[src/source/soc_ifc_pkg.sv]
/* shared soc interface definitions: boot fsm state encoding,
   register bus request/response structs, register offsets and reset values */

`default_nettype none

package soc_ifc_pkg;

    // boot fsm states
    // fw_rst and wait only reachable from done
    typedef enum logic [2:0] {
        BOOT_IDLE   = 3'd0,
        BOOT_FUSE   = 3'd1,
        BOOT_FW_RST = 3'd2,
        BOOT_WAIT   = 3'd3,
        BOOT_DONE   = 3'd4
    } boot_fsm_state_e;

    // soc register bus request, one strobe per access
    typedef struct packed {
        logic        valid;
        logic        write;
        logic [7:0]  addr;
        logic [31:0] wdata;
    } soc_ifc_req_t;

    // response comes back one cycle after the request
    typedef struct packed {
        logic        valid;
        logic        err;
        logic [31:0] rdata;
    } soc_ifc_rsp_t;

    // register byte offsets
    // fuse word i lives at REG_FUSE_BASE + 4*i
    localparam logic [7:0] REG_FUSE_BASE     = 8'h00;
    localparam logic [7:0] REG_FUSE_DONE     = 8'h40;
    localparam logic [7:0] REG_FW_UPDATE_RST = 8'h44;
    localparam logic [7:0] REG_FW_RST_WAIT   = 8'h48;
    localparam logic [7:0] REG_ICCM_LOCK     = 8'h4C;
    localparam logic [7:0] REG_BOOT_STATUS   = 8'h50;

    // default core reset hold time in cycles
    localparam logic [7:0] FW_RST_WAIT_RESET = 8'h06;

endpackage

`default_nettype wire
[src/source/soc_ifc_top.sv]
/* soc interface top: boot fsm, register block and fuse bank */

`timescale 1ns/10ps
`default_nettype none

module soc_ifc_top #(
    parameter int FUSE_WORDS = 8
) (
    input  logic                        clk,
    input  logic                        cptra_rst_b,
    input  logic                        cptra_pwrgood,
    input  soc_ifc_pkg::soc_ifc_req_t   req,

    output soc_ifc_pkg::soc_ifc_rsp_t   rsp,
    output logic                        ready_for_fuses,
    output logic                        cptra_noncore_rst_b,
    output logic                        cptra_uc_rst_b,
    output logic                        iccm_unlock,
    output logic                        iccm_lock,
    output logic [FUSE_WORDS-1:0][31:0] fuse_words
);

    // register block to fsm
    logic        fuse_done;
    logic        fw_update_rst;
    logic [7:0]  fw_update_rst_wait_cycles;

    // register block to fuse bank
    logic        fuse_wr;
    logic [3:0]  fuse_idx;
    logic [31:0] fuse_wdata;
    logic        fuse_wr_rejected;

    soc_ifc_boot_fsm boot_fsm_inst (
        .clk                       (clk),
        .cptra_rst_b               (cptra_rst_b),
        .cptra_pwrgood             (cptra_pwrgood),
        .fw_update_rst             (fw_update_rst),
        .fw_update_rst_wait_cycles (fw_update_rst_wait_cycles),
        .fuse_done                 (fuse_done),
        .ready_for_fuses           (ready_for_fuses),
        .cptra_noncore_rst_b       (cptra_noncore_rst_b),
        .cptra_uc_rst_b            (cptra_uc_rst_b),
        .iccm_unlock               (iccm_unlock)
    );

    soc_ifc_reg_block #(
        .FUSE_WORDS (FUSE_WORDS)
    ) reg_block_inst (
        .clk                       (clk),
        .cptra_rst_b               (cptra_rst_b),
        .req                       (req),
        .ready_for_fuses           (ready_for_fuses),
        .cptra_noncore_rst_b       (cptra_noncore_rst_b),
        .cptra_uc_rst_b            (cptra_uc_rst_b),
        .iccm_unlock               (iccm_unlock),
        .fuse_wr_rejected          (fuse_wr_rejected),
        .fuse_words                (fuse_words),
        .rsp                       (rsp),
        .fuse_done                 (fuse_done),
        .fw_update_rst             (fw_update_rst),
        .fw_update_rst_wait_cycles (fw_update_rst_wait_cycles),
        .iccm_lock                 (iccm_lock),
        .fuse_wr                   (fuse_wr),
        .fuse_idx                  (fuse_idx),
        .fuse_wdata                (fuse_wdata)
    );

    soc_ifc_fuse_bank #(
        .FUSE_WORDS (FUSE_WORDS)
    ) fuse_bank_inst (
        .clk              (clk),
        .cptra_rst_b      (cptra_rst_b),
        .ready_for_fuses  (ready_for_fuses),
        .fuse_wr          (fuse_wr),
        .fuse_idx         (fuse_idx),
        .fuse_wdata       (fuse_wdata),
        .fuse_wr_rejected (fuse_wr_rejected),
        .fuse_words       (fuse_words)
    );

endmodule

`default_nettype wire

[src/source/soc_ifc_fuse_bank.sv]
/* fuse word storage, writable only while the boot fsm waits for fuses */

`timescale 1ns/10ps
`default_nettype none

module soc_ifc_fuse_bank #(
    parameter int FUSE_WORDS = 8
) (
    input  logic                        clk,
    input  logic                        cptra_rst_b,
    input  logic                        ready_for_fuses,
    input  logic                        fuse_wr,
    input  logic [3:0]                  fuse_idx,
    input  logic [31:0]                 fuse_wdata,

    output logic                        fuse_wr_rejected,
    output logic [FUSE_WORDS-1:0][31:0] fuse_words
);

    // write is legal only in the fuse window of the boot flow
    // and only for an index that exists
    logic wr_ok;

    assign wr_ok = ready_for_fuses && (int'(fuse_idx) < FUSE_WORDS);

    // same-cycle answer to the register block
    assign fuse_wr_rejected = fuse_wr & ~wr_ok;

    always_ff @(posedge clk or negedge cptra_rst_b) begin
        if (!cptra_rst_b) begin
            fuse_words <= '0;
        end else if (fuse_wr && wr_ok) begin
            fuse_words[fuse_idx] <= fuse_wdata;
        end
    end

endmodule

`default_nettype wire

[src/source/soc_ifc_reg_block.sv]
/* soc register block: address decode, fuse-done, wait-cycles and iccm lock
   registers, fuse write forwarding, firmware-reset pulse and bus responses */

`timescale 1ns/10ps
`default_nettype none

module soc_ifc_reg_block #(
    parameter int FUSE_WORDS = 8
) (
    input  logic                           clk,
    input  logic                           cptra_rst_b,
    input  soc_ifc_pkg::soc_ifc_req_t      req,
    input  logic                           ready_for_fuses,
    input  logic                           cptra_noncore_rst_b,
    input  logic                           cptra_uc_rst_b,
    input  logic                           iccm_unlock,
    input  logic                           fuse_wr_rejected,
    input  logic [FUSE_WORDS-1:0][31:0]    fuse_words,

    output soc_ifc_pkg::soc_ifc_rsp_t      rsp,
    output logic                           fuse_done,
    output logic                           fw_update_rst,
    output logic [7:0]                     fw_update_rst_wait_cycles,
    output logic                           iccm_lock,
    output logic                           fuse_wr,
    output logic [3:0]                     fuse_idx,
    output logic [31:0]                    fuse_wdata
);

    import soc_ifc_pkg::*;

    logic        wr_en;
    // decoded register hits
    logic        hit_fuse;
    logic        hit_fuse_done;
    logic        hit_fw_rst;
    logic        hit_wait;
    logic        hit_lock;
    logic        hit_status;
    logic        fuse_in_range;

    logic [31:0] rdata_nxt;
    logic        err_nxt;

    // registered response
    logic        rsp_valid_q;
    logic        rsp_err_q;
    logic [31:0] rsp_rdata_q;

    assign wr_en = req.valid & req.write;

    // fuse window covers 0x00..0x3c, word aligned
    assign hit_fuse      = (req.addr[7:6] == 2'b00) && (req.addr[1:0] == 2'b00);
    assign hit_fuse_done = (req.addr == REG_FUSE_DONE);
    assign hit_fw_rst    = (req.addr == REG_FW_UPDATE_RST);
    assign hit_wait      = (req.addr == REG_FW_RST_WAIT);
    assign hit_lock      = (req.addr == REG_ICCM_LOCK);
    assign hit_status    = (req.addr == REG_BOOT_STATUS);

    assign fuse_idx      = req.addr[5:2];
    assign fuse_in_range = int'(fuse_idx) < FUSE_WORDS;

    // fuse writes go straight to the bank, which may refuse them
    assign fuse_wr    = wr_en & hit_fuse;
    assign fuse_wdata = req.wdata;

    // read data and error for the current request
    always_comb begin
        rdata_nxt = 32'd0;
        err_nxt   = 1'b0;
        if (hit_fuse) begin
            if (req.write) begin
                err_nxt = fuse_wr_rejected;
            end else if (fuse_in_range) begin
                rdata_nxt = fuse_words[fuse_idx];
            end else begin
                err_nxt = 1'b1;
            end
        end else if (hit_fuse_done) begin
            rdata_nxt = {31'd0, fuse_done};
        end else if (hit_fw_rst) begin
            // write-only pulse, reads as zero
            rdata_nxt = 32'd0;
        end else if (hit_wait) begin
            rdata_nxt = {24'd0, fw_update_rst_wait_cycles};
        end else if (hit_lock) begin
            rdata_nxt = {31'd0, iccm_lock};
        end else if (hit_status) begin
            rdata_nxt = {29'd0, cptra_uc_rst_b, cptra_noncore_rst_b, ready_for_fuses};
            // status is read only
            err_nxt   = req.write;
        end else begin
            err_nxt = 1'b1;
        end
    end

    // control registers
    always_ff @(posedge clk or negedge cptra_rst_b) begin
        if (!cptra_rst_b) begin
            fuse_done                 <= 1'b0;
            fw_update_rst             <= 1'b0;
            fw_update_rst_wait_cycles <= FW_RST_WAIT_RESET;
            iccm_lock                 <= 1'b0;
            rsp_valid_q               <= 1'b0;
        end else begin
            // sticky until reset
            if (wr_en && hit_fuse_done && req.wdata[0]) begin
                fuse_done <= 1'b1;
            end
            // single cycle pulse per write
            fw_update_rst <= wr_en & hit_fw_rst & req.wdata[0];
            if (wr_en && hit_wait) begin
                fw_update_rst_wait_cycles <= req.wdata[7:0];
            end
            // unlock pulse wins over a same-cycle set
            if (iccm_unlock) begin
                iccm_lock <= 1'b0;
            end else if (wr_en && hit_lock && req.wdata[0]) begin
                iccm_lock <= 1'b1;
            end
            rsp_valid_q <= req.valid;
        end
    end

    // response payload only updates on a request
    always_ff @(posedge clk) begin
        if (req.valid) begin
            rsp_err_q   <= err_nxt;
            rsp_rdata_q <= rdata_nxt;
        end
    end

    always_comb begin
        rsp.valid = rsp_valid_q;
        rsp.err   = rsp_err_q;
        rsp.rdata = rsp_rdata_q;
    end

endmodule

`default_nettype wire

[src/source/soc_ifc_boot_fsm.sv]
/* boot fsm: power-good and fuse-done sequencing, non-core and core reset
   generation, firmware-update reset wait timer and iccm unlock pulse */

`timescale 1ns/10ps
`default_nettype none

module soc_ifc_boot_fsm (
    input  logic       clk,
    input  logic       cptra_rst_b,
    input  logic       cptra_pwrgood,
    input  logic       fw_update_rst,
    input  logic [7:0] fw_update_rst_wait_cycles,
    input  logic       fuse_done,

    output logic       ready_for_fuses,
    // global reset for everything outside the core
    output logic       cptra_noncore_rst_b,
    // global plus firmware-update reset, core only
    output logic       cptra_uc_rst_b,
    output logic       iccm_unlock
);

    import soc_ifc_pkg::*;

    boot_fsm_state_e state_ps;
    boot_fsm_state_e state_ns;

    // release enable for the non-core path, only while in done
    logic propagate_rst_en;
    // core reset request from the fsm, low holds the core
    logic fsm_uc_rst_b;
    logic fsm_iccm_unlock;

    // first stage of the registered reset release
    logic noncore_rst_stage;
    logic uc_rst_stage;

    // wait timer, loads in idle/fuse/done, counts down in fw_rst/wait
    logic [7:0] wait_count;
    logic       wait_decr;

    always_comb begin
        state_ns         = state_ps;
        ready_for_fuses  = 1'b0;
        propagate_rst_en = 1'b0;
        fsm_uc_rst_b     = 1'b0;
        fsm_iccm_unlock  = 1'b0;
        wait_decr        = 1'b0;

        unique case (state_ps)
            BOOT_IDLE: begin
                // soc signals power good
                if (cptra_pwrgood) begin
                    state_ns = BOOT_FUSE;
                end
            end
            BOOT_FUSE: begin
                // soc may load fuses here
                ready_for_fuses = 1'b1;
                if (fuse_done) begin
                    state_ns = BOOT_DONE;
                end
            end
            BOOT_FW_RST: begin
                // core goes back into reset, timer starts
                wait_decr = 1'b1;
                state_ns  = BOOT_WAIT;
            end
            BOOT_WAIT: begin
                wait_decr = 1'b1;
                // unlock iccm only as the wait ends
                // so the core never runs with an open iccm mid-update
                if (wait_count == 8'd0) begin
                    state_ns        = BOOT_DONE;
                    fsm_iccm_unlock = 1'b1;
                end
            end
            BOOT_DONE: begin
                propagate_rst_en = 1'b1;
                fsm_uc_rst_b     = 1'b1;
                // fw update pulse is only honored here
                if (fw_update_rst) begin
                    state_ns = BOOT_FW_RST;
                end
            end
            default: begin
                state_ns = BOOT_IDLE;
            end
        endcase
    end

    always_ff @(posedge clk or negedge cptra_rst_b) begin
        if (!cptra_rst_b) begin
            state_ps            <= BOOT_IDLE;
            noncore_rst_stage   <= 1'b0;
            uc_rst_stage        <= 1'b0;
            cptra_noncore_rst_b <= 1'b0;
            cptra_uc_rst_b      <= 1'b0;
            wait_count          <= 8'd0;
            iccm_unlock         <= 1'b0;
        end else begin
            state_ps <= state_ns;

            // non-core release is sticky once done is reached
            noncore_rst_stage   <= propagate_rst_en | noncore_rst_stage;
            cptra_noncore_rst_b <= noncore_rst_stage;

            // core release needs global release and no fw reset request
            uc_rst_stage   <= fsm_uc_rst_b;
            cptra_uc_rst_b <= noncore_rst_stage & fsm_uc_rst_b & uc_rst_stage;

            // zero wraps to 255, so a wait of 0 acts as 256
            if (wait_decr) begin
                wait_count <= wait_count - 8'd1;
            end else begin
                wait_count <= fw_update_rst_wait_cycles;
            end

            iccm_unlock <= fsm_iccm_unlock;
        end
    end

endmodule

`default_nettype wire

[config.mk]
export PLATFORM = sky130hd
export DESIGN_NAME = soc_ifc_top
export DESIGN_NICKNAME = d
export VERILOG_FILES = /design/src/source/soc_ifc_pkg.sv /design/src/source/soc_ifc_top.sv /design/src/source/soc_ifc_fuse_bank.sv /design/src/source/soc_ifc_reg_block.sv /design/src/source/soc_ifc_boot_fsm.sv
export SDC_FILE = /design/constraint.sdc
export NUM_CORES = 1
export LEC_CHECK = 0
export ABC_AREA = 1
export CORE_UTILIZATION = 40
export DETAILED_ROUTE_END_ITERATION = 6
export DONT_BUFFER_PORTS = 1
export GPL_ROUTABILITY_DRIVEN = 0
export SYNTH_ARGS = -nofsm -noshare
export SYNTH_HDL_FRONTEND = slang
export SYNTH_HIERARCHICAL = 1
export SYNTH_SLANG_ARGS = --single-unit
[constraint.sdc]
create_clock -name clk -period 1.7 [get_ports clk]
set_clock_uncertainty 0.1 [all_clocks]
set_input_delay 0.085 -clock clk [delete_from_list [all_inputs] [get_ports clk]]
set_output_delay 0.085 -clock clk [all_outputs]
set_load 0.05 [all_outputs]
* After elaboration in Yosys (flattened, before gate mapping)
Cells that the tools add are included.
W data, S select, Z words.
** Word-level totals
- Bits in registers :: 317
- Output and inout bits :: 295
- Logic and storage cells :: 98
** Cells by class
- $add $sub $neg :: 1
- Order comparisons :: 3
- Eq/ne operators :: 13
- Multiplexer cells :: 34
- Bitwise logic cells :: 9
- Reductions and logical operators :: 16
** Operators by type and width (number)
- $mux W32 :: 9
- $bwmux W256 :: 1
- $bmux W32 S3 :: 1
- $demux W32 S3 :: 1
- $eq A8 B7 Y1 const B :: 5
- $mux W1 :: 15
- $mux W3 :: 5
- $pmux W3 S5 :: 1
- $logic_and A1 B1 Y1 :: 9
- $logic_not A8 Y1 :: 1
- $lt A4 B4 Y1 const B :: 2
- $mux W8 :: 1
- $sub A8 B1 Y8 const B :: 1
- $and A1 B1 Y1 :: 7
- $eq A3 B2 Y1 const B :: 2
- $ne A2 B1 Y1 const B :: 3
- $ge A4 B1 Y1 const B :: 1
- $logic_not A2 Y1 :: 2
- $reduce_and A4 Y1 :: 1
- $eq A3 B1 Y1 const B :: 1
- $eq A3 B3 Y1 const B :: 1
- $logic_not A3 Y1 :: 1
- $ne A2 B2 Y1 const B :: 1
- $reduce_bool A2 Y1 :: 1
- 3 further kinds :: 3

* Logic depth before layout (Yosys ltp)
Gate-level depths: netlist of the first run.
- Depth in word-level cells :: 8
- Mapped depth :: 11

* Modules after synthesis
The synthesis of the first run kept the hierarchy.
** By module, submodules not included
- soc_ifc_fuse_bank :: instances 1, cells an instance 1154, area each 10087.2 um^2, seq. area each 6406.1 um^2
- soc_ifc_reg_block :: instances 1, cells an instance 738, area each 4379.2 um^2, seq. area each 1293.7 um^2
- soc_ifc_boot_fsm :: instances 1, cells an instance 102, area each 852.1 um^2, seq. area each 400.4 um^2

* Worst setup path before layout of the first run
No wires, ideal clock.
- Path kind :: register to register
- From :: reg boot_fsm_inst.state_ps[1]
- To :: reg fuse_bank_inst/fuse_words[193] in the netlist's numbering
- Data arrival time :: 1577 ps
- Path slack :: -96 ps
- Cell stages (with the launch flop) :: 11
- Buffers on the path :: 2
- Cell sequence :: dfrtp_1 > inv_2 > nand3_1 > inv_2 > nand2_1 > nor2_1 > buf_4 > nand2_1 > buf_2 > nand2_1 > nand2_1
** Between the ends
- Longest elaborated chain between the ends :: 4
** RTL lines
- start: declaration :: line soc_ifc_boot_fsm.sv:25 : boot_fsm_state_e state_ps;
- start signal: assignment :: line soc_ifc_boot_fsm.sv:102 : state_ps <= state_ns;
- $eq A3 B1 Y1 :: line soc_ifc_boot_fsm.sv:50 : unique case (state_ps)
- $mux W1 :: line soc_ifc_boot_fsm.sv:50
- via ready_for_fuses :: line soc_ifc_top.sv:15 : output logic ready_for_fuses,
- $logic_and A1 B1 Y1 :: line soc_ifc_fuse_bank.sv:24 : assign wr_ok = ready_for_fuses && (int'(fuse_idx) < FUSE_WORDS);
- $logic_and A1 B1 Y1 :: line soc_ifc_fuse_bank.sv:32 : end else if (fuse_wr && wr_ok) begin
- end signal: indexed assignment :: line soc_ifc_fuse_bank.sv:33 : fuse_words[fuse_idx] <= fuse_wdata;
- end: declaration :: line soc_ifc_fuse_bank.sv:17 : output logic [FUSE_WORDS-1:0][31:0] fuse_words
The timed path passes the listed nets, and every way through them passes these cells.
A chain may end at the register's enable or synchronous reset.

* Worst setup path after layout of the first run
- From :: reg boot_fsm_inst.state_ps[2]
- To :: reg fuse_bank_inst/fuse_words[1] in the netlist's numbering
** Between the ends
- Longest elaborated chain between the ends :: 4
** RTL lines (line)
- $eq A3 B1 Y1 :: soc_ifc_boot_fsm.sv:50
- $mux W1 :: soc_ifc_boot_fsm.sv:50
- $logic_and A1 B1 Y1 :: soc_ifc_fuse_bank.sv:24
- $logic_and A1 B1 Y1 :: soc_ifc_fuse_bank.sv:32
Every way passes these cells.

==> flow_metrics.py, run 1 <==
metrics = {
    "setup_path": {
        "r2r_cells": 10,
        "cp.required_ns": 2.09,
        "path_class": "flop to flop",
        "cp-start-kind": "flop",
        "max_stage_delay_ns": 0.38,
        "worstSetupEndpointType": "flop",
        "crit_cells": 10,
        "path_max_fanout": 8,
        "critPathArrivalTime_ns": 2.06,
        "critPathTopFamily": "buffers and inverters",
        "cp_cell_sequence": "inv_2 -> nand3_4 -> inv_4 -> nand3_4 -> buf_12 -> nor2_4 -> buf_12 -> clkbuf_16 -> nand2_1 -> nand2_1",
        "cp_slowest_cell": "dfrtp_1",
        "cp_num_buf_inv": 5,
    },
    "cells_and_area": {
        "nets": 2323,
        "fillCellCount": 3596,
        "layout-drive-gt1-share_pct": 21.1,
        "area_growth_pct": 31.3,
        "finalNonFillerCells": 2818,
    },
    "drt": {
        "wire_per_inst_um": 21.7,
        "routed_via_density": 5.12,
        "post-route-drc-count": 0,
        "drt_wl_total_um": 61100,
        "drtIter0Drc": 1305,
        "postRouteAntennaNets": 0,
        "first_pass_iters": 5,
        "routed-via-count": 14400,
    },
    "clock_tree": {
        "cts_max_level": 2,
        "clockBufferDepth": 3,
        "numCtsBuffers": 37,
        "insertion_delay_ns": 0.57,
        "cts_sinks": 317,
        "clkSlewWorstSetupHoldPaths_ns": 0.06,
        "cts_tree": "built",
        "cts-root-buf": "clkbuf_16",
    },
    "timing": {
        "max_freq_mhz": 601,
        "worst_pin_slew_ns": 0.923,
        "maxSlewViolCount": 0,
        "setup_viol": 0,
        "hold_viol": 286,
        "setup_ws_ns": 0.0351,
        "post-route-period-util_pct": 97.9,
        "setup_tns_ns": 0,
        "fin_crit_ns": 1.66,
        "relSlewSlack_pct": 38.3,
        "whs_ns": -0.853,
        "rsz0062_at_grt": "true",
    },
    "floorplan": {
        "core_um2": 37700,
        "die_x_um": 198,
        "row_count": 71,
        "die_y_um": 198,
        "pin_count": 340,
        "dieArea_um2": 39100,
        "start_util_pct": 40.7,
    },
    "status": {
        "status": "complete, but fails checks",
        "violations": "hold timing",
    },
    "pwr": {
        "seqPwrFrac_pct": 44.1,
        "p_clk_share_pct": 43.0,
        "intPower_mw": 13.4,
        "powerDensity_nw_per_um2": 928,
        "combPwrFrac_pct": 12.9,
        "p_sw_mw": 5.25,
        "leakage_nw": 10.9,
        "ir_worst_vdd_v": 0.000868,
        "swShare_pct": 28.1,
    },
    "synthesis": {
        "synth_edf_count": 33,
        "ys_ff_latch": 317,
        "syn_inst": 1994,
        "syn_nets": 2041,
        "synthTopCellsByCount": "nand2_1, dfrtp_1, nor2_1, buf_2, buf_4",
        "synth_warnings": 6,
        "synthTopCellsByArea": "dfrtp_1, nand2_1, edfxtp_1, buf_4, buf_2",
        "syn_area_um2": 15300,
        "yosys_most_used_dff": "dfrtp_1",
        "yosysTopAreaCell": "dfrtp_1",
        "synth_top_area_share_pct": 46.1,
        "syn_area_per_cell_um2": 7.68,
        "async_flop_share_pct": 89.6,
        "yosysMostFrequentCell": "nand2_1",
        "ys_types": 37,
        "ys_seq_area_share_pct": 52.9,
    },
    "global_routing": {
        "grt_overflow_total": 0,
        "use_met2_pct": 49.2,
        "grt_max_degree": 285,
        "busiest_layer": "met2",
        "use_met3_pct": 9.57,
        "track_usage_pct": 29.9,
        "grt_use_met1_pct": 36.0,
        "grt_pass1_vias": 14100,
        "antenna_found_initial": 2,
        "grt_first_pass_wirelength_um": 86500,
    },
    "worst_hold_path": {
        "hold_class": "input port to async pin",
    },
    "flow_run": {
        "maxCapViolations": 0,
    },
    "placement": {
        "pre_cts_ws_ns": 0.0154,
        "dp.cells": 2671,
        "io_buffers": 0,
        "hpwl_um": 38100,
    },
}
[per-layer routing]
layer | wire length, µm | part of all wire [%]
met5 | 0 | 0
met4 | 2290 | 3.8
met3 | 7130 | 12
met2 | 28700 | 47
met1 | 22900 | 38
[what timing repair did]
action | in CTS | in global routing
endpoints found under the setup margin | 0 | 220
setup buffers | 0 | 8
resized for setup | 0 | 18
endpoints found under the hold margin | 620 | 285
hold buffers | 59 | 1
[sequential cells by signal, summed over array words and instances, names as in the netlist]
signal                                    cells
fuse_bank_inst/fuse_words                   256
reg_block_inst/fw_update_rst_wait_cycles      8
reg_block_inst/fw_update_rst                  1
reg_block_inst/fuse_done                      1
boot_fsm_inst/cptra_noncore_rst_b             1
boot_fsm_inst/uc_rst_stage                    1
boot_fsm_inst/state_ps                        3
reg_block_inst/rsp_err_q                      1
reg_block_inst/iccm_lock                      1
boot_fsm_inst/noncore_rst_stage               1
boot_fsm_inst/wait_count                      8
boot_fsm_inst/iccm_unlock                     1
reg_block_inst/rsp_rdata_q                   32
reg_block_inst/rsp_valid_q                    1
boot_fsm_inst/cptra_uc_rst_b                  1
[per-stage QoR]
step	util, %	power, mW	instance area [µm²]	hold WS (ns)
2_1_floorplan	-	9.92	15300	-0.311
3_3_place_gp	47.3	10.3	17800	-0.292
3_5_place_dp	47.3	10.4	17800	-0.293
4_1_cts	52.4	18.7	19700	-0.883
5_1_grt	53.4	19.3	20100	-0.875
6_report	53.4	18.7	20100	-0.853
[kinds of logic (layout without fill, tap and decap cells)]
group / after synthesis / count (layout) / synth area share (%)
other: 0 / 3 / 0
adders and majority gates: 2 / 2 / 0.163
xor gates and xnor gates: 4 / 4 / 0.229
buffers and inverters: 229 / 539 / 8.27
DFF: 317 / 317 / 52.9
AOI/OAI and AO/OA: 80 / 80 / 2.92
and+or+nand+nor: 1362 / 1362 / 35.5
[placed cells by master, fill, tap and decap left out, types with 5 or more instances in the layout]
cell type,instances
nand3_1,53
nor2_2,5
nor2_1,84
dfrtp_1,282
buf_12,32
clkinv_2,5
o21ai_0,50
clkbuf_8,9
o21ai_2,8
buf_6,5
nor2_4,15
nand4_1,45
a21oi_1,18
nand2_2,17
inv_2,12
dlygate4sd3_1,52
edfxtp_1,33
clkbuf_16,46
clkbuf_1,12
buf_4,306
nand2_1,1129
inv_1,49
[final timing paths]
kind,from,endpoint,slack (ns)
setup / recovery,boot_fsm_inst/state_ps[2]$_DFFE_PN0P_,fuse_bank_inst/fuse_words[1]$_DFFE_PN0P_,0.04
hold / removal,cptra_rst_b,fuse_bank_inst/fuse_words[5]$_DFFE_PN0P_,-0.85
setup reg to reg,boot_fsm_inst/state_ps[2]$_DFFE_PN0P_,fuse_bank_inst/fuse_words[1]$_DFFE_PN0P_,0.04
hold reg to reg,boot_fsm_inst/noncore_rst_stage$_DFF_PN0_,boot_fsm_inst/cptra_noncore_rst_b$_DFF_PN0_,0.30
max in group asynchronous,cptra_rst_b,fuse_bank_inst/fuse_words[56]$_DFFE_PN0P_,1.87
min in group clk,req[32],reg_block_inst/fuse_done$_DFFE_PN0P_,-0.02
[power by group through the flow]
stage / Sequential [mW] / Combinational (mW) / Clock, mW
finish: 8.22 / 2.41 / 8.03
global route: 8.25 / 2.60 / 8.40
CTS: 8.22 / 2.35 / 8.14
detailed placement: 8.35 / 2.02 / 0
global placement: 8.34 / 1.99 / 0
floorplan: 8.72 / 1.20 / 0
[layout make-up]
class / count / area, µm² / area share (%)
flip-flops and latches: 317 / 8100 / 40.3
multi-input cells: 1448 / 6070 / 30.2
repair buffers: 408 / 3830 / 19.1
clock buffers: 58 / 1090 / 5.44
well taps: 511 / 639 / 3.18
inverters: 64 / 246 / 1.23
clock inverters: 9 / 121 / 0.603
diodes: 3 / 7.51 / 0.0373
Power figures use the tool's default switching activity.
==> inputs of run 2 (changes only) <==
--- a/config.mk
+++ b/config.mk
@@ -7,9 +7,11 @@
 export LEC_CHECK = 0
 export ABC_AREA = 1
 export CORE_UTILIZATION = 40
+export CTS_BUF_LIST = sky130_fd_sc_hd__clkbuf_16
 export DETAILED_ROUTE_END_ITERATION = 6
 export DONT_BUFFER_PORTS = 1
 export GPL_ROUTABILITY_DRIVEN = 0
+export PLACE_DENSITY = 0.52
 export SYNTH_ARGS = -nofsm -noshare
 export SYNTH_HDL_FRONTEND = slang
 export SYNTH_HIERARCHICAL = 1
==> run 2 against run 1 <==
The run ends with hold timing, setup timing left. Sequential share of layout area fell by 0.79 points. Utilization up 1.1 points. Cell area is 2.0% higher. Routed wire length increased by 2.6%. Maximum frequency decreased by 2.7%. Count of clock-buffer cells in the layout is 19 lower. Non-clock buffer count rose by 8. Critical path type unchanged.
==> flow_metrics.py, run 2 (synthesis gave the netlist of run 1 again) <==
metrics = {
    "status": {
        "status": "complete, but fails checks",
        "violations": "hold timing, setup timing",
    },
    "setup_path": {
        "cp-start-kind": "flop",
        "path_max_fanout": 8,
        "critPathArrivalTime_ns": 2.05,
        "path_class": "flop to flop",
        "worstSetupEndpointType": "flop",
        "cp.required_ns": 2.04,
    },
    "clock_tree": {
        "cts_max_level": 2,
        "hold_buffers": 64,
        "cts_sinks": 317,
        "clkSlewWorstSetupHoldPaths_ns": 0.06,
        "cts-root-buf": "clkbuf_16",
        "clockBufferDepth": 3,
        "cts_tree": "built",
        "numCtsBuffers": 38,
        "insertion_delay_ns": 0.56,
    },
    "timing": {
        "worst_pin_slew_ns": 0.850,
        "relSlewSlack_pct": 43.3,
        "setup_ws_ns": -0.0105,
        "maxSlewViolCount": 0,
        "post-route-period-util_pct": 101,
        "rsz0062_at_grt": "true",
        "hold_viol": 284,
        "max_freq_mhz": 585,
        "whs_ns": -0.871,
        "fin_crit_ns": 1.71,
        "setup_viol": 1,
    },
    "cells_and_area": {
        "area_growth_pct": 34.0,
        "nets": 2332,
        "final_cell_mix": "nand2_1, buf_4, dfrtp_1",
        "fin_util_pct": 54.5,
        "finalInstanceArea_um2": 20500,
        "final_common_cell": "nand2_1",
        "reg_top3": "fuse_bank_inst/fuse_words: 256 flops, reg_block_inst/rsp_rdata_q: 32 flops",
        "regMostFlops": "fuse_bank_inst/fuse_words",
        "largest_reg_flops": 256,
        "layout-drive-gt1-share_pct": 23.7,
    },
    "global_routing": {
        "grt_max_degree": 285,
        "grt_pass1_vias": 14100,
        "grt_first_pass_wirelength_um": 88100,
        "track_usage_pct": 30.4,
        "grt_overflow_total": 0,
        "antenna_found_initial": 1,
    },
    "pwr": {
        "leakage_nw": 11.0,
        "powerDensity_nw_per_um2": 886,
        "ir_worst_vdd_v": 0.000672,
    },
    "floorplan": {
        "die_x_um": 198,
        "die_y_um": 198,
        "core_um2": 37700,
        "row_count": 71,
        "start_util_pct": 40.7,
        "dieArea_um2": 39100,
        "pin_count": 340,
    },
    "drt": {
        "drt_wl_total_um": 62700,
        "routed-via-count": 14400,
        "post-route-drc-count": 0,
        "routed_via_density": 5.08,
        "postRouteAntennaNets": 0,
        "wire_per_inst_um": 22.2,
        "drtIter0Drc": 1084,
        "first_pass_iters": 5,
    },
    "flow_run": {
        "maxCapViolations": 0,
    },
    "placement": {
        "io_buffers": 0,
        "post_dp_cell_area_um2": 17700,
        "hpwl_um": 38000,
    },
    "worst_hold_path": {
        "hold_class": "input port to async pin",
    },
}
-- run 2: repair_timing --
action | 4_1_cts | 5_1_grt
setup buffers | 1 | 9
hold endpoints to repair | 621 | 284
cloned | 0 | 19
resized for setup | 2 | 132
pin swaps | 1 | 10
endpoints found under the setup margin | 11 | 268
-- run 2: cell type report --
cell class	count	area, µm²
inverter	64	246
timing repair buffer	416	4000
clock inverter	30	149
tap	511	639
multi-input combinational	1448	6400
sequential	317	8100
antenna	1	2.50
fill	3646	17100
clock buffer	39	976
-- run 2: worst max-delay path, cell delays in order, from the launching register on --
cell and delay (ns):
dfrtp_1 0.40, inv_2 0.09, nand3_4 0.07, inv_4 0.09
nand2_4 0.05, nor2_4 0.18, buf_12 0.17, nand2_4 0.10
buf_4 0.21, nand2_1 0.07, nand2_1 0.06
-- run 2: path summary, 6_finish.rpt --
| kind | start | endpoint | slack [ns] | depth (start not counted) |
|---|---|---|---|---|
| max | boot_fsm_inst/state_ps[1]$_DFFE_PN0P_ | fuse_bank_inst/fuse_words[35]$_DFFE_PN0P_ | -0.01 | 10 |
| min | cptra_rst_b | fuse_bank_inst/fuse_words[70]$_DFFE_PN0P_ | -0.87 | 0 |
| max reg2reg | boot_fsm_inst/state_ps[1]$_DFFE_PN0P_ | fuse_bank_inst/fuse_words[35]$_DFFE_PN0P_ | -0.01 | 10 |
| min reg2reg | boot_fsm_inst/noncore_rst_stage$_DFF_PN0_ | boot_fsm_inst/cptra_noncore_rst_b$_DFF_PN0_ | 0.30 | 0 |
| max in group asynchronous | cptra_rst_b | fuse_bank_inst/fuse_words[173]$_DFFE_PN0P_ | 1.89 | 0 |
| min in group clk | req[34] | reg_block_inst/iccm_lock$_DFFE_PN0P_ | 0.03 | 5 |
-- run 2: layer usage --
layer	vias to the layer above	global-route usage [%]	routed length, µm
met1	6928	36.4	23800
li1	6709	-	-
met2	607	50.7	30000
met3	124	9.95	6480
met5	-	0	0
met4	0	11.7	2410
-- run 2: power by group --
group,total [mW],internal (mW),switching (mW)
clock network,7.54,4.28,3.25
registers,8.23,7.91,0.321
logic,2.42,0.786,1.63
total,18.2,13.0,5.21
-- run 2: stage by stage --
stage	total power [mW]	hold slack [ns]	worst slack [ns]	setup TNS (ns)	cells
5_1_grt	18.9	-0.899	-0.0901	-12.74	2826
2_1_floorplan	9.92	-0.311	0.0249	0	1994
3_5_place_dp	10.4	-0.299	0.00373	0	2663
3_3_place_gp	10.3	-0.299	0.0278	0	2663
6_report	18.2	-0.871	-0.0105	-0.0105	2826
4_1_cts	18.2	-0.896	0.0123	0	2797
==> inputs of run 3 (changes only) <==
--- a/config.mk
+++ b/config.mk
@@ -6,12 +6,14 @@
 export NUM_CORES = 1
 export LEC_CHECK = 0
 export ABC_AREA = 1
-export CORE_UTILIZATION = 40
+export CELL_PAD_IN_SITES_DETAIL_PLACEMENT = 1
+export CELL_PAD_IN_SITES_GLOBAL_PLACEMENT = 2
+export CORE_UTILIZATION = 33
 export CTS_BUF_LIST = sky130_fd_sc_hd__clkbuf_16
 export DETAILED_ROUTE_END_ITERATION = 6
 export DONT_BUFFER_PORTS = 1
 export GPL_ROUTABILITY_DRIVEN = 0
-export PLACE_DENSITY = 0.52
+export PLACE_DENSITY = 0.73
 export SYNTH_ARGS = -nofsm -noshare
 export SYNTH_HDL_FRONTEND = slang
 export SYNTH_HIERARCHICAL = 1
==> run 3 against run 2 <==
The flow still finishes with violations (hold timing, setup timing). Global-route usage shrank 2.0 points. Count of clock-buffer cells in the layout up 2. Routed wire length grew 8.9%. Register-to-register slack about the same. Combinational power barely moved. Critical path depth unchanged. Utilization is 10 points lower. First-iteration DRC count shrank 15%. Cell area is 1.6% lower. Clock power grew 4.9%. Non-clock buffer count decreased by 6. Sequential power is essentially flat. Highest routed layer unchanged.
==> flow_metrics.py, run 3 (synthesis gave the netlist of run 1 again) <==
metrics = {
    "setup_path": {
        "max_stage_delay_ns": 0.39,
        "crit_path_frequent_cell": "buf_12",
        "r2r-end": "fuse_bank_inst/fuse_words[161]$_DFFE_PN0P_",
        "critPathArrivalTime_ns": 2.10,
        "critPathCapture": "fuse_bank_inst/fuse_words[161]$_DFFE_PN0P_",
        "r2r_start": "boot_fsm_inst/state_ps[2]$_DFFE_PN0P_",
        "path_max_fanout": 14,
        "critPathLaunch": "boot_fsm_inst/state_ps[2]$_DFFE_PN0P_",
        "critPathTopFamily": "buffers and inverters",
        "path_class": "flop to flop",
        "cp_num_buf_inv": 5,
        "cp-start-kind": "flop",
        "r2r_cells": 10,
        "cp_cell_sequence": "inv_2 -> nand3_4 -> inv_6 -> nand3_2 -> buf_12 -> nor2_4 -> buf_12 -> buf_12 -> nand2_1 -> nand2_1",
        "cp_slowest_cell": "dfrtp_1",
        "cp.required_ns": 2.08,
        "worstSetupEndpointType": "flop",
        "crit_cells": 10,
        "rrSetupSlack_ns": -0.02,
    },
    "clock_tree": {
        "cts_sinks": 317,
        "clockBufferDepth": 3,
        "insertion_delay_ns": 0.57,
        "clkSlewWorstSetupHoldPaths_ns": 0.06,
        "hold_buffers": 66,
        "cts_max_level": 2,
        "numCtsBuffers": 39,
        "cts-root-buf": "clkbuf_16",
        "cts_tree": "built",
    },
    "pwr": {
        "powerDensity_nw_per_um2": 920,
        "ir_worst_vdd_v": 0.000612,
        "leakage_nw": 11.0,
    },
    "cells_and_area": {
        "reg_top3": "fuse_bank_inst/fuse_words: 256 flops, reg_block_inst/rsp_rdata_q: 32 flops",
        "fillCellCount": 5469,
        "diodes": 0,
        "layout-drive-gt1-share_pct": 20.5,
        "nets": 2327,
        "fin_util_pct": 44.3,
        "final_cell_mix": "nand2_1, buf_4, dfrtp_1",
        "regArea_um2": 8100,
        "largest_reg_flops": 256,
        "area_growth_pct": 31.8,
        "multi_input_area_um2": 6080,
        "regMostFlops": "fuse_bank_inst/fuse_words",
        "final_common_cell": "nand2_1",
    },
    "drt": {
        "post-route-drc-count": 0,
        "routed_via_density": 4.98,
        "routed-via-count": 14500,
        "wire_per_inst_um": 23.4,
        "drt_wl_total_um": 68200,
        "postRouteAntennaNets": 0,
        "first_pass_iters": 4,
        "drtIter0Drc": 919,
    },
    "timing": {
        "rsz0062_at_grt": "true",
        "worst_pin_slew_ns": 0.866,
        "setup_ws_ns": -0.0221,
        "whs_ns": -0.874,
        "fin_crit_ns": 1.72,
        "max_freq_mhz": 581,
        "hold_viol": 284,
        "relSlewSlack_pct": 42.2,
        "post-route-period-util_pct": 101,
        "maxSlewViolCount": 0,
        "setup_viol": 18,
        "setup_tns_ns": -0.177,
    },
    "floorplan": {
        "start_util_pct": 33.6,
        "row_count": 78,
        "core_um2": 45600,
        "die_x_um": 217,
        "dieArea_um2": 47300,
        "pin_count": 340,
        "die_y_um": 217,
    },
    "status": {
        "status": "complete, but fails checks",
        "violations": "hold timing, setup timing",
    },
    "flow_run": {
        "maxCapViolations": 0,
    },
    "placement": {
        "hpwl_um": 44600,
        "io_buffers": 0,
    },
    "global_routing": {
        "grt_max_degree": 285,
        "grt_overflow_total": 0,
        "grt_first_pass_wirelength_um": 99400,
        "antenna_found_initial": 0,
        "grt_pass1_vias": 15300,
        "track_usage_pct": 28.4,
    },
    "worst_hold_path": {
        "hold_class": "input port to async pin",
    },
}
## run 3: cell count changes in the layout (fill, tap and decap cells not counted), moves of 3 or more
cell,delta
buf_12,+3
buf_8,-3
clkbuf_16,-6
dlygate4sd3_1,+5
inv_1,+3
nand2_1,+67
nand2_2,-43
nand2_4,-21
nand2_8,-3
o21ai_0,-4
o21ai_1,+4
## run 3: final cells by class
type	instances	share of cell area, %
Sequential cell	317	40.1
Multi-Input combinational cell	1448	30.1
Timing Repair Buffer	410	18.9
Clock buffer	41	5.08
Tap cell	600	3.72
Inverter	64	1.23
Clock inverter	31	0.830
## run 3: repair_timing
action | CTS | global route
hold endpoints to repair | 617 | 284
buffers inserted | 0 | 5
gates resized for setup | 0 | 36
setup endpoints to repair | 0 | 248
## run 3: worst min-delay path by stage
| stage | from | to | cells past startpoint | slack [ns] |
|---|---|---|---|---|
| floorplan | cptra_rst_b | boot_fsm_inst/cptra_noncore_rst_b$_DFF_PN0_ | 0 | -0.31 |
| global placement | cptra_rst_b | fuse_bank_inst/fuse_words[100]$_DFFE_PN0P_ | 0 | -0.30 |
| detailed placement | cptra_rst_b | fuse_bank_inst/fuse_words[100]$_DFFE_PN0P_ | 0 | -0.30 |
| CTS | cptra_rst_b | fuse_bank_inst/fuse_words[100]$_DFFE_PN0P_ | 0 | -0.90 |
| global route | cptra_rst_b | fuse_bank_inst/fuse_words[102]$_DFFE_PN0P_ | 0 | -0.91 |
| finish | cptra_rst_b | fuse_bank_inst/fuse_words[100]$_DFFE_PN0P_ | 0 | -0.87 |
## run 3: layer usage
layer	part of all wire, %	wire length (µm)	up-vias	GRT usage, %
li1	-	-	6704	-
met1	41	28200	7305	35.0
met2	49	33200	380	48.1
met3	7.5	5130	98	8.26
met4	2.5	1680	0	7.84
met5	0	0	-	0
## run 3: power by group
part,switching (mW),internal [mW],total (mW)
Sequential,0.322,7.91,8.23
Combinational,1.66,0.765,2.43
Clock,3.41,4.50,7.91
Total,5.39,13.2,18.6
## run 3: worst reg2reg max path: stages (launching register included)
cell and delay (ns):
dfrtp_1 0.39, inv_2 0.09, nand3_4 0.09, inv_6 0.09
nand3_2 0.11, buf_12 0.18, nor2_4 0.14, buf_12 0.15
buf_12 0.16, nand2_1 0.06, nand2_1 0.10
## run 3: through the flow
step	cell area, µm²	std cells	hold slack, ns	setup slack [ns]	total power [mW]
after global routing	20200	2911	-0.908	-0.0947	19.2
after floorplan	15300	1994	-0.311	0.0249	9.92
final	20200	2911	-0.874	-0.0221	18.6
after detailed placement	18000	2760	-0.302	0.0192	10.4
after CTS	19900	2898	-0.904	0.00668	18.7
after global placement	18000	2760	-0.302	0.0622	10.4
